### config.mk
export PLATFORM = sky130hd
export DESIGN_NAME = avr_periph_top
export DESIGN_NICKNAME = d
export VERILOG_FILES = /design/src/design/avr_periph_pkg.sv /design/src/design/avr_periph_top.sv /design/src/design/gpio_port.sv /design/src/design/tim0_8bit.sv /design/src/design/tim_prescaler.sv
export VERILOG_INCLUDE_DIRS = /design/src /design/src/design
export SDC_FILE = /design/constraint.sdc
export NUM_CORES = 1
export LEC_CHECK = 0
export BUFFER_PORTS_ARGS = -buffer_cell sky130_fd_sc_hd__clkbuf_2
export CELL_PAD_IN_SITES_DETAIL_PLACEMENT = 0
export CELL_PAD_IN_SITES_GLOBAL_PLACEMENT = 1
export CORE_ASPECT_RATIO = 0.5
export CORE_MARGIN = 5
export CORE_UTILIZATION = 41
export DETAILED_ROUTE_END_ITERATION = 6
export GPL_TIMING_DRIVEN = 0
export PLACE_DENSITY = 0.91
export RECOVER_POWER = 100
export SETUP_SLACK_MARGIN = 0.02
export SLEW_MARGIN = 20
export SYNTH_ARGS = -nofsm -noshare
export SYNTH_HDL_FRONTEND = slang
export SYNTH_SLANG_ARGS = --single-unit
### constraint.sdc
create_clock -name clk -period 6.1 [get_ports clk]
set_input_delay 1.22 -clock clk [delete_from_list [all_inputs] [get_ports clk]]
set_output_delay 1.22 -clock clk [all_outputs]
set_load 0.01 [all_outputs]
### src/design/avr_periph_macros.svh
/* Register map and constants for the peripheral block.
   Only the bits covered by the write masks are stored; all other bits read zero. */
`ifndef AVR_PERIPH_MACROS_SVH
`define AVR_PERIPH_MACROS_SVH

// Port B, I/O space
`define PORTB_PIN_ADDR      6'h03
`define PORTB_DDR_ADDR      6'h04
`define PORTB_PORT_ADDR     6'h05
`define PORTB_PIN_MASK      8'hF0

// Timer 0, I/O space
`define TIFR0_ADDR          6'h15
`define TCCR0A_ADDR         6'h24
`define TCCR0B_ADDR         6'h25
`define TCNT0_ADDR          6'h26
`define OCR0A_ADDR          6'h27
`define OCR0B_ADDR          6'h28

// Timer 0, extended data space
`define TIMSK0_ADDR         8'h6E

// Flag and mask positions, shared by TIFR0, TIMSK0 and irq
`define TIFR_TOV_BIT        0
`define TIFR_OCFA_BIT       1
`define TIFR_OCFB_BIT       2

// Stored control bits: COM0A and WGM01:0, then WGM02 and CS02:0
`define TCCR0A_WMASK        8'hC3
`define TCCR0B_WMASK        8'h0F
`define TIM0_WGM_CTC        3'b010
`define TIM0_COM_TOGGLE     2'b01

// Prescaler divider width and the low bits that set each tick
`define PRESCALE_CNT_W      10
`define DIV8_LSBS           3
`define DIV64_LSBS          6
`define DIV256_LSBS         8
`define DIV1024_LSBS        10

`endif
### src/design/avr_periph_pkg.sv
/* Types shared by the peripheral RTL.
   Clock select codes 6 and 7 are not named and behave as stopped. */
package avr_periph_pkg;

    // Bus words
    typedef logic [5:0] io_addr_t;
    typedef logic [7:0] data_addr_t;
    typedef logic [7:0] byte_t;

    // Timer clock select, CS02:0
    typedef enum logic [2:0] {
        CS_STOP    = 3'd0,
        CS_DIV1    = 3'd1,
        CS_DIV8    = 3'd2,
        CS_DIV64   = 3'd3,
        CS_DIV256  = 3'd4,
        CS_DIV1024 = 3'd5
    } tim_cs_t;

    // Timer 0 interrupt lines, bit 0 overflow, bit 1 compare A, bit 2 compare B
    typedef logic [2:0] irq_vec_t;

endpackage

### src/design/avr_periph_top.sv
/* Peripheral block driven by an external bus master acting as the core.
   Reads are combinational and return zero for unmapped addresses or idle strobes. */
`timescale 1ns/1ps
`include "avr_periph_macros.svh"

module avr_periph_top (
    input  logic                         clk,
    input  logic                         rst,
    // I/O space
    input  avr_periph_pkg::io_addr_t     io_addr,
    input  logic                         io_wr,
    input  logic                         io_rd,
    input  avr_periph_pkg::byte_t        io_wdata,
    output avr_periph_pkg::byte_t        io_rdata,
    // Extended data space
    input  avr_periph_pkg::data_addr_t   data_addr,
    input  logic                         data_wr,
    input  logic                         data_rd,
    input  avr_periph_pkg::byte_t        data_wdata,
    output avr_periph_pkg::byte_t        data_rdata,
    // Timer 0 interrupts and compare output
    output avr_periph_pkg::irq_vec_t     irq,
    input  avr_periph_pkg::irq_vec_t     irq_ack,
    output logic                         oc0a,
    output logic                         oc0a_en,
    // Port B pads
    input  avr_periph_pkg::byte_t        pb_in,
    output avr_periph_pkg::byte_t        pb_out,
    output avr_periph_pkg::byte_t        pb_oe
);
    import avr_periph_pkg::*;

    logic  tick8;
    logic  tick64;
    logic  tick256;
    logic  tick1024;
    byte_t tim0_io_rdata;
    byte_t tim0_data_rdata;
    byte_t portb_io_rdata;

    tim_prescaler i_prescaler (
        .clk      (clk),
        .rst      (rst),
        .tick8    (tick8),
        .tick64   (tick64),
        .tick256  (tick256),
        .tick1024 (tick1024)
    );

    tim0_8bit i_tim0 (
        .clk        (clk),
        .rst        (rst),
        .tick8      (tick8),
        .tick64     (tick64),
        .tick256    (tick256),
        .tick1024   (tick1024),
        .io_addr    (io_addr),
        .io_wr      (io_wr),
        .io_rd      (io_rd),
        .io_wdata   (io_wdata),
        .io_rdata   (tim0_io_rdata),
        .data_addr  (data_addr),
        .data_wr    (data_wr),
        .data_rd    (data_rd),
        .data_wdata (data_wdata),
        .data_rdata (tim0_data_rdata),
        .irq        (irq),
        .irq_ack    (irq_ack),
        .oc0a       (oc0a),
        .oc0a_en    (oc0a_en)
    );

    gpio_port #(
        .PORT_ADDR (`PORTB_PORT_ADDR),
        .DDR_ADDR  (`PORTB_DDR_ADDR),
        .PIN_ADDR  (`PORTB_PIN_ADDR),
        .PIN_MASK  (`PORTB_PIN_MASK)
    ) i_portb (
        .clk      (clk),
        .rst      (rst),
        .io_addr  (io_addr),
        .io_wr    (io_wr),
        .io_rd    (io_rd),
        .io_wdata (io_wdata),
        .io_rdata (portb_io_rdata),
        .pad_in   (pb_in),
        .pad_out  (pb_out),
        .pad_oe   (pb_oe)
    );

    // Each peripheral returns zero unless addressed
    assign io_rdata   = tim0_io_rdata | portb_io_rdata;
    assign data_rdata = tim0_data_rdata;

endmodule

### src/design/gpio_port.sv
/* General-purpose port without pull-ups. Bits outside PIN_MASK read and drive zero;
   pad inputs pass a two-stage synchronizer, so PIN reads lag the pads by 2 cycles. */
`timescale 1ns/1ps
`include "avr_periph_macros.svh"

module gpio_port #(
    parameter avr_periph_pkg::io_addr_t PORT_ADDR = `PORTB_PORT_ADDR,
    parameter avr_periph_pkg::io_addr_t DDR_ADDR  = `PORTB_DDR_ADDR,
    parameter avr_periph_pkg::io_addr_t PIN_ADDR  = `PORTB_PIN_ADDR,
    parameter avr_periph_pkg::byte_t    PIN_MASK  = `PORTB_PIN_MASK
) (
    input  logic                     clk,
    input  logic                     rst,
    input  avr_periph_pkg::io_addr_t io_addr,
    input  logic                     io_wr,
    input  logic                     io_rd,
    input  avr_periph_pkg::byte_t    io_wdata,
    output avr_periph_pkg::byte_t    io_rdata,
    input  avr_periph_pkg::byte_t    pad_in,
    output avr_periph_pkg::byte_t    pad_out,
    output avr_periph_pkg::byte_t    pad_oe
);
    import avr_periph_pkg::*;

    byte_t port_q;
    byte_t ddr_q;
    byte_t pin_meta;
    byte_t pin_sync;

    always_ff @(posedge clk)
    begin
        if (rst)
        begin
            port_q   <= '0;
            ddr_q    <= '0;
            pin_meta <= '0;
            pin_sync <= '0;
        end
        else
        begin
            // Writing 1s to PIN toggles the output latch
            if (io_wr && (io_addr == PORT_ADDR))
                port_q <= io_wdata & PIN_MASK;
            else if (io_wr && (io_addr == PIN_ADDR))
                port_q <= (port_q ^ io_wdata) & PIN_MASK;

            if (io_wr && (io_addr == DDR_ADDR))
                ddr_q <= io_wdata & PIN_MASK;

            pin_meta <= pad_in & PIN_MASK;
            pin_sync <= pin_meta;
        end
    end

    assign pad_out = port_q;
    assign pad_oe  = ddr_q;

    always_comb
    begin
        io_rdata = '0;
        if (io_rd)
        begin
            if (io_addr == PORT_ADDR)
                io_rdata = port_q;
            else if (io_addr == DDR_ADDR)
                io_rdata = ddr_q;
            else if (io_addr == PIN_ADDR)
                io_rdata = pin_sync;
        end
    end

endmodule

### src/design/tim0_8bit.sv
/* Timer 0, normal and CTC modes only; PWM modes and the OC0B pin are not built.
   Flags set one cycle after the matching count; set beats clear in the same cycle. */
`timescale 1ns/1ps
`include "avr_periph_macros.svh"

module tim0_8bit (
    input  logic                         clk,
    input  logic                         rst,
    input  logic                         tick8,
    input  logic                         tick64,
    input  logic                         tick256,
    input  logic                         tick1024,
    input  avr_periph_pkg::io_addr_t     io_addr,
    input  logic                         io_wr,
    input  logic                         io_rd,
    input  avr_periph_pkg::byte_t        io_wdata,
    output avr_periph_pkg::byte_t        io_rdata,
    input  avr_periph_pkg::data_addr_t   data_addr,
    input  logic                         data_wr,
    input  logic                         data_rd,
    input  avr_periph_pkg::byte_t        data_wdata,
    output avr_periph_pkg::byte_t        data_rdata,
    output avr_periph_pkg::irq_vec_t     irq,
    input  avr_periph_pkg::irq_vec_t     irq_ack,
    output logic                         oc0a,
    output logic                         oc0a_en
);
    import avr_periph_pkg::*;

    byte_t      tccr0a_q;
    byte_t      tccr0b_q;
    byte_t      tcnt0_q;
    byte_t      ocr0a_q;
    byte_t      ocr0b_q;
    irq_vec_t   tifr0_q;
    irq_vec_t   timsk0_q;
    logic       oc0a_q;

    tim_cs_t    cs;
    logic [2:0] wgm;
    logic [1:0] com0a;
    logic       ctc_mode;
    logic       count_en;
    logic       tcnt0_wr;
    logic       tifr0_wr;
    logic       step;
    logic       match_a;
    logic       match_b;
    irq_vec_t   flag_set;
    irq_vec_t   flag_clr;

    assign cs       = tim_cs_t'(tccr0b_q[2:0]);
    assign wgm      = {tccr0b_q[3], tccr0a_q[1:0]};
    assign com0a    = tccr0a_q[7:6];
    assign ctc_mode = (wgm == `TIM0_WGM_CTC);

    assign tcnt0_wr = io_wr && (io_addr == `TCNT0_ADDR);
    assign tifr0_wr = io_wr && (io_addr == `TIFR0_ADDR);

    // Count enable from the clock select
    always_comb
    begin
        case (cs)
            CS_DIV1:    count_en = 1'b1;
            CS_DIV8:    count_en = tick8;
            CS_DIV64:   count_en = tick64;
            CS_DIV256:  count_en = tick256;
            CS_DIV1024: count_en = tick1024;
            default:    count_en = 1'b0;
        endcase
    end

    // A TCNT0 write blocks counting and matching for that cycle
    assign step    = count_en && !tcnt0_wr;
    assign match_a = (tcnt0_q == ocr0a_q);
    assign match_b = (tcnt0_q == ocr0b_q);

    always_comb
    begin
        flag_set                 = '0;
        flag_set[`TIFR_TOV_BIT]  = step && !ctc_mode && (tcnt0_q == 8'hFF);
        flag_set[`TIFR_OCFA_BIT] = step && match_a;
        flag_set[`TIFR_OCFB_BIT] = step && match_b;
    end

    // Write-one-to-clear, or acknowledge from the core
    assign flag_clr = irq_ack | (tifr0_wr ? io_wdata[2:0] : 3'b000);

    // Control and compare registers
    always_ff @(posedge clk)
    begin
        if (rst)
        begin
            tccr0a_q <= '0;
            tccr0b_q <= '0;
            ocr0a_q  <= '0;
            ocr0b_q  <= '0;
            timsk0_q <= '0;
        end
        else
        begin
            if (io_wr && (io_addr == `TCCR0A_ADDR))
                tccr0a_q <= io_wdata & `TCCR0A_WMASK;
            if (io_wr && (io_addr == `TCCR0B_ADDR))
                tccr0b_q <= io_wdata & `TCCR0B_WMASK;
            if (io_wr && (io_addr == `OCR0A_ADDR))
                ocr0a_q <= io_wdata;
            if (io_wr && (io_addr == `OCR0B_ADDR))
                ocr0b_q <= io_wdata;
            if (data_wr && (data_addr == `TIMSK0_ADDR))
                timsk0_q <= data_wdata[2:0];
        end
    end

    // Counter, flags and compare A output
    always_ff @(posedge clk)
    begin
        if (rst)
        begin
            tcnt0_q <= '0;
            tifr0_q <= '0;
            oc0a_q  <= 1'b0;
        end
        else
        begin
            if (tcnt0_wr)
                tcnt0_q <= io_wdata;
            else if (step && ctc_mode && match_a)
                tcnt0_q <= '0;
            else if (step)
                tcnt0_q <= tcnt0_q + 8'd1;

            tifr0_q <= flag_set | (tifr0_q & ~flag_clr);

            if (flag_set[`TIFR_OCFA_BIT] && (com0a == `TIM0_COM_TOGGLE))
                oc0a_q <= ~oc0a_q;
        end
    end

    assign irq     = tifr0_q & timsk0_q;
    assign oc0a    = oc0a_q;
    assign oc0a_en = |com0a;

    // Read data, zero unless one of our addresses is read
    always_comb
    begin
        io_rdata = '0;
        if (io_rd)
        begin
            case (io_addr)
                `TIFR0_ADDR:  io_rdata = {5'b0, tifr0_q};
                `TCCR0A_ADDR: io_rdata = tccr0a_q;
                `TCCR0B_ADDR: io_rdata = tccr0b_q;
                `TCNT0_ADDR:  io_rdata = tcnt0_q;
                `OCR0A_ADDR:  io_rdata = ocr0a_q;
                `OCR0B_ADDR:  io_rdata = ocr0b_q;
                default:      io_rdata = '0;
            endcase
        end
    end

    assign data_rdata = (data_rd && (data_addr == `TIMSK0_ADDR)) ? {5'b0, timsk0_q} : 8'h00;

endmodule

### src/design/tim_prescaler.sv
/* Shared timer prescaler. Ticks are one clk wide and phase-locked to reset;
   the first tick8 comes 8 cycles after rst is released. */
`timescale 1ns/1ps
`include "avr_periph_macros.svh"

module tim_prescaler (
    input  logic clk,
    input  logic rst,
    output logic tick8,
    output logic tick64,
    output logic tick256,
    output logic tick1024
);

    logic [`PRESCALE_CNT_W-1:0] cnt;

    // Free-running divider
    always_ff @(posedge clk)
    begin
        if (rst)
            cnt <= '0;
        else
            cnt <= cnt + 1'b1;
    end

    // One tick per wrap of the low bits
    assign tick8    = &cnt[`DIV8_LSBS-1:0];
    assign tick64   = &cnt[`DIV64_LSBS-1:0];
    assign tick256  = &cnt[`DIV256_LSBS-1:0];
    assign tick1024 = &cnt[`DIV1024_LSBS-1:0];

endmodule

==> summary.md <==
| Metric | Value |
|---|---|
| Worst Tran Pin Value | `1.279 ns` |
| Via count | `3435` |
| Sequential cell area | `1301 um^2` |
| I/O Buffers | `58` |
| Root Driver | `clkbuf_16` |
| Place WS | `1.822 ns` |
| Resize count post-CTS | `0` |
| Starting Density | `42.61%` |
| FP Rows | `23` |
| Routability Congestion | `0.9607` |
| CTS tree | `built` |
| Fmax | `213.1 MHz` |
| Most frequent cells in the layout | `65 x dfxtp_1, 55 x nand2_1, 48 x clkbuf_1` |
| Core area | `8087 um^2` |
| Status | `completed` |
| RSZ-0062 raised after global routing | `false` |
| Initial antenna violation count | `0` |
| Htree depth | `3` |
| Reg-to-Reg Start | `i_prescaler.cnt[0]` |
| Worst reg2reg path endpoint | `i_tim0.oc0a` |
| CTS sink cnt | `65` |
| Avg Synthesized Cell Area | `8.089 um^2` |
| Period utilisation layout | `76.92%` |
| Worst setup margin | `1.408 ns` |
| Setup TNS Final | `0 ns` |
| R2r setup slk | `3.37 ns` |
| Post-CTS setup buffers | `0` |
| Worst path slowest cell | `or4b_1` |
| Total track usage | `20.12%` |
| DR vias/cell | `5.505` |
| Num CTS Buffers | `9` |
| Top cell family by delay on the critical path | `simple AND/OR/NAND/NOR gates` |
| Cell variety after synth | `52` |
| Most common cell after layout, fill and taps aside | `dfxtp_1` |
| Hold/Removal Path Class | `reg -> reg` |
| Post-synth EDFFs | `0` |
| Rel. slew slack | `13.92%` |
| DPL Wire Length | `7.801 mm` |
| Critical Path RT | `4.88 ns` |
| HP Start | `i_portb.pin_meta[7]` |
| Largest net degree at the start of global routing | `14` |
| Largest stage delay, worst path | `0.56 ns` |
| PD cells | `262.1 nW/um^2` |
| Hold WS | `0.4321 ns` |
| Die Y | `74.83 um` |
| Detailed-route wire length | `10.54 mm` |
| Die width | `139.7 um` |
| Max-cap violations | `0` |
| Max FO, Critical Path | `10` |
| FILL cells | `795` |
| First-pass GRT wire length | `16.26 mm` |
| Critical path cell sequence | `clkbuf_1 > or4b_1 > nor2_1 > clkbuf_1 > a221oi_1 > a21oi_1 > clkbuf_1` |
| VDD IR max | `139.4 uV` |
| Mapped Cells | `426` |
| Hold Path Sink | `i_portb.pin_sync[7]` |
| Skew-Pair Late Insertion Delay | `0.35 ns` |
| Vias in the first global route | `3105` |
| Register area share after synthesis | `37.76%` |
| Die area | `10450 um^2` |
| 1st-iter DRT viols | `433` |
| Fin. max-slew vios | `0` |
| Post-DRT Antenna Nets | `0` |
| Final setup violation count | `0` |
| DR WL/cell | `16.89 um` |
| DR pass1 iterations | `6` |
| Maximum buffer depth of the clock tree | `2` |
| Clock slew at reported path FFs | `0.06 ns` |
| Max Clock Skew | `0.005324 ns` |
| Yosys reg bits | `65` |
| Element type at the critical path end | `output port` |
| Ant. Diodes | `0` |
| Pwr Total | `1097 uW` |
| Setup crit start | `io_addr[0]` |
| Final hold violations | `0` |
| Total gr overflow | `0` |
| Top_reg_cell synth | `dfxtp_1` |
| Share of cells above drive strength 1 | `14.45%` |
| # DRC | `0` |
| Syn-to-layout area delta | `21.46%` |
| Cell count of the worst reg-to-reg path | `7` |
| Synth async-reset ratio | `0%` |
| Synthesized area | `3446 um^2` |
| WP buf/inv | `3` |
| WHS Path Cells | `1` |
| Leakage | `0.001608 uW` |
| WS Path Type | `in -> out` |
| CP Data Arrival Time | `3.47 ns` |
| Nets | `557` |
| Crit path top cell by count | `clkbuf_1` |
| Type of origin of the critical path | `primary input` |
| Hold_buf cts | `0` |
| Fin crit period | `4.692 ns` |
| Syn. warnings | `0` |
| Multi-input logic area | `1931 um^2` |
| I/O Pins | `84` |
==> cells in the mapped netlist, types with 4 or more instances <==
master	number	area share (%)
xor2_1	21	5.3
nor2_1	30	3.3
buf_4	13	2.8
xnor2_1	6	1.5
a211oi_1	5	1.1
a22oi_1	9	2.0
nand3b_1	4	0.87
dfxtp_1	65	38
a222oi_1	8	2.3
a21oi_1	41	6.0
a31oi_1	7	1.3
and2_1	4	0.73
buf_2	6	0.87
nand2_1	55	6.0
o21ai_0	4	0.58
nor4_1	5	0.91
clkbuf_1	19	2.1
a311oi_1	5	1.3
nand3_1	45	6.5
nor2b_1	13	2.4
and3_1	7	1.3
==> cells by family after synthesis <==
kind of cell	synth area share, %
and+or+nand+nor	29.85
adders and majority gates	1.089
other	0.1088
DFF	37.76
AOI/OAI and AO/OA	16.45
xor gates and xnor gates	6.863
buffers and inverters	6.681
muxes	1.198
==> layer usage <==
layer	GRT usage, %	up-vias	share of wire, %
met2	29.79	166	42
met1	27.86	1588	45
met4	7.197	0	1.8
li1	-	1656	-
met3	6.536	25	10
met5	0	-	0
==> worst reg2reg max path, cell delays in order, from the launching register on <==
cell	delay, ns
dfxtp_1	0.36
ha_1	0.26
nand4_1	0.19
a2111o_1	0.48
a21o_1	0.20
buf_6	0.14
nor4_1	0.61
mux2_1	0.38
==> registers in the layout, summed over array words and instances (netlist names), 4 cells and up <==
name / count
i_portb.pad_oe: 4
i_portb.pad_out: 4
i_portb.pin_meta: 4
i_portb.pin_sync: 4
i_prescaler.cnt: 10
i_tim0.ocr0a_q: 8
i_tim0.ocr0b_q: 8
i_tim0.tccr0a_q: 4
i_tim0.tccr0b_q: 4
i_tim0.tcnt0_q: 8
==> stage by stage <==
stage / area [um^2] / utilization, % / instances
2_1_floorplan: 3491 / - / 438
3_3_place_gp: 3921 / 48.49 / 608
3_5_place_dp: 3921 / 48.49 / 608
4_1_cts: 4249 / 52.55 / 624
5_1_grt: 4185 / 51.76 / 624
6_report: 4185 / 51.76 / 624
==> worst max-delay path by stage <==
stage | end | slack [ns] | depth (start not counted)
2_1_floorplan | io_rdata[2] | 2.22 | 6
3_3_place_gp | io_rdata[1] | 1.81 | 7
3_5_place_dp | io_rdata[1] | 1.82 | 7
4_1_cts | io_rdata[1] | 1.82 | 7
5_1_grt | io_rdata[1] | 1.27 | 7
6_report | io_rdata[1] | 1.41 | 7
==> layout make-up <==
class / instances / area share [%]
multi-input combinational: 329 / 46.13
tap: 112 / 3.348
clock inverter: 7 / 2.451
clock buffer: 9 / 5.381
inverter: 3 / 0.2691
timing repair buffer: 58 / 6.188
buffer: 41 / 5.142
sequential: 65 / 31.09
==> power breakdown <==
part | internal [uW] | total [uW] | switching, uW | leakage (uW)
sequential | 433 | 437 | 4.08 | 0.000527
combinational | 33.4 | 89.9 | 56.5 | 0.000925
clock | 362 | 570 | 208 | 0.000157
total | 828 | 1100 | 269 | 0.00161
No activity file was read; power rests on OpenSTA's default activity.
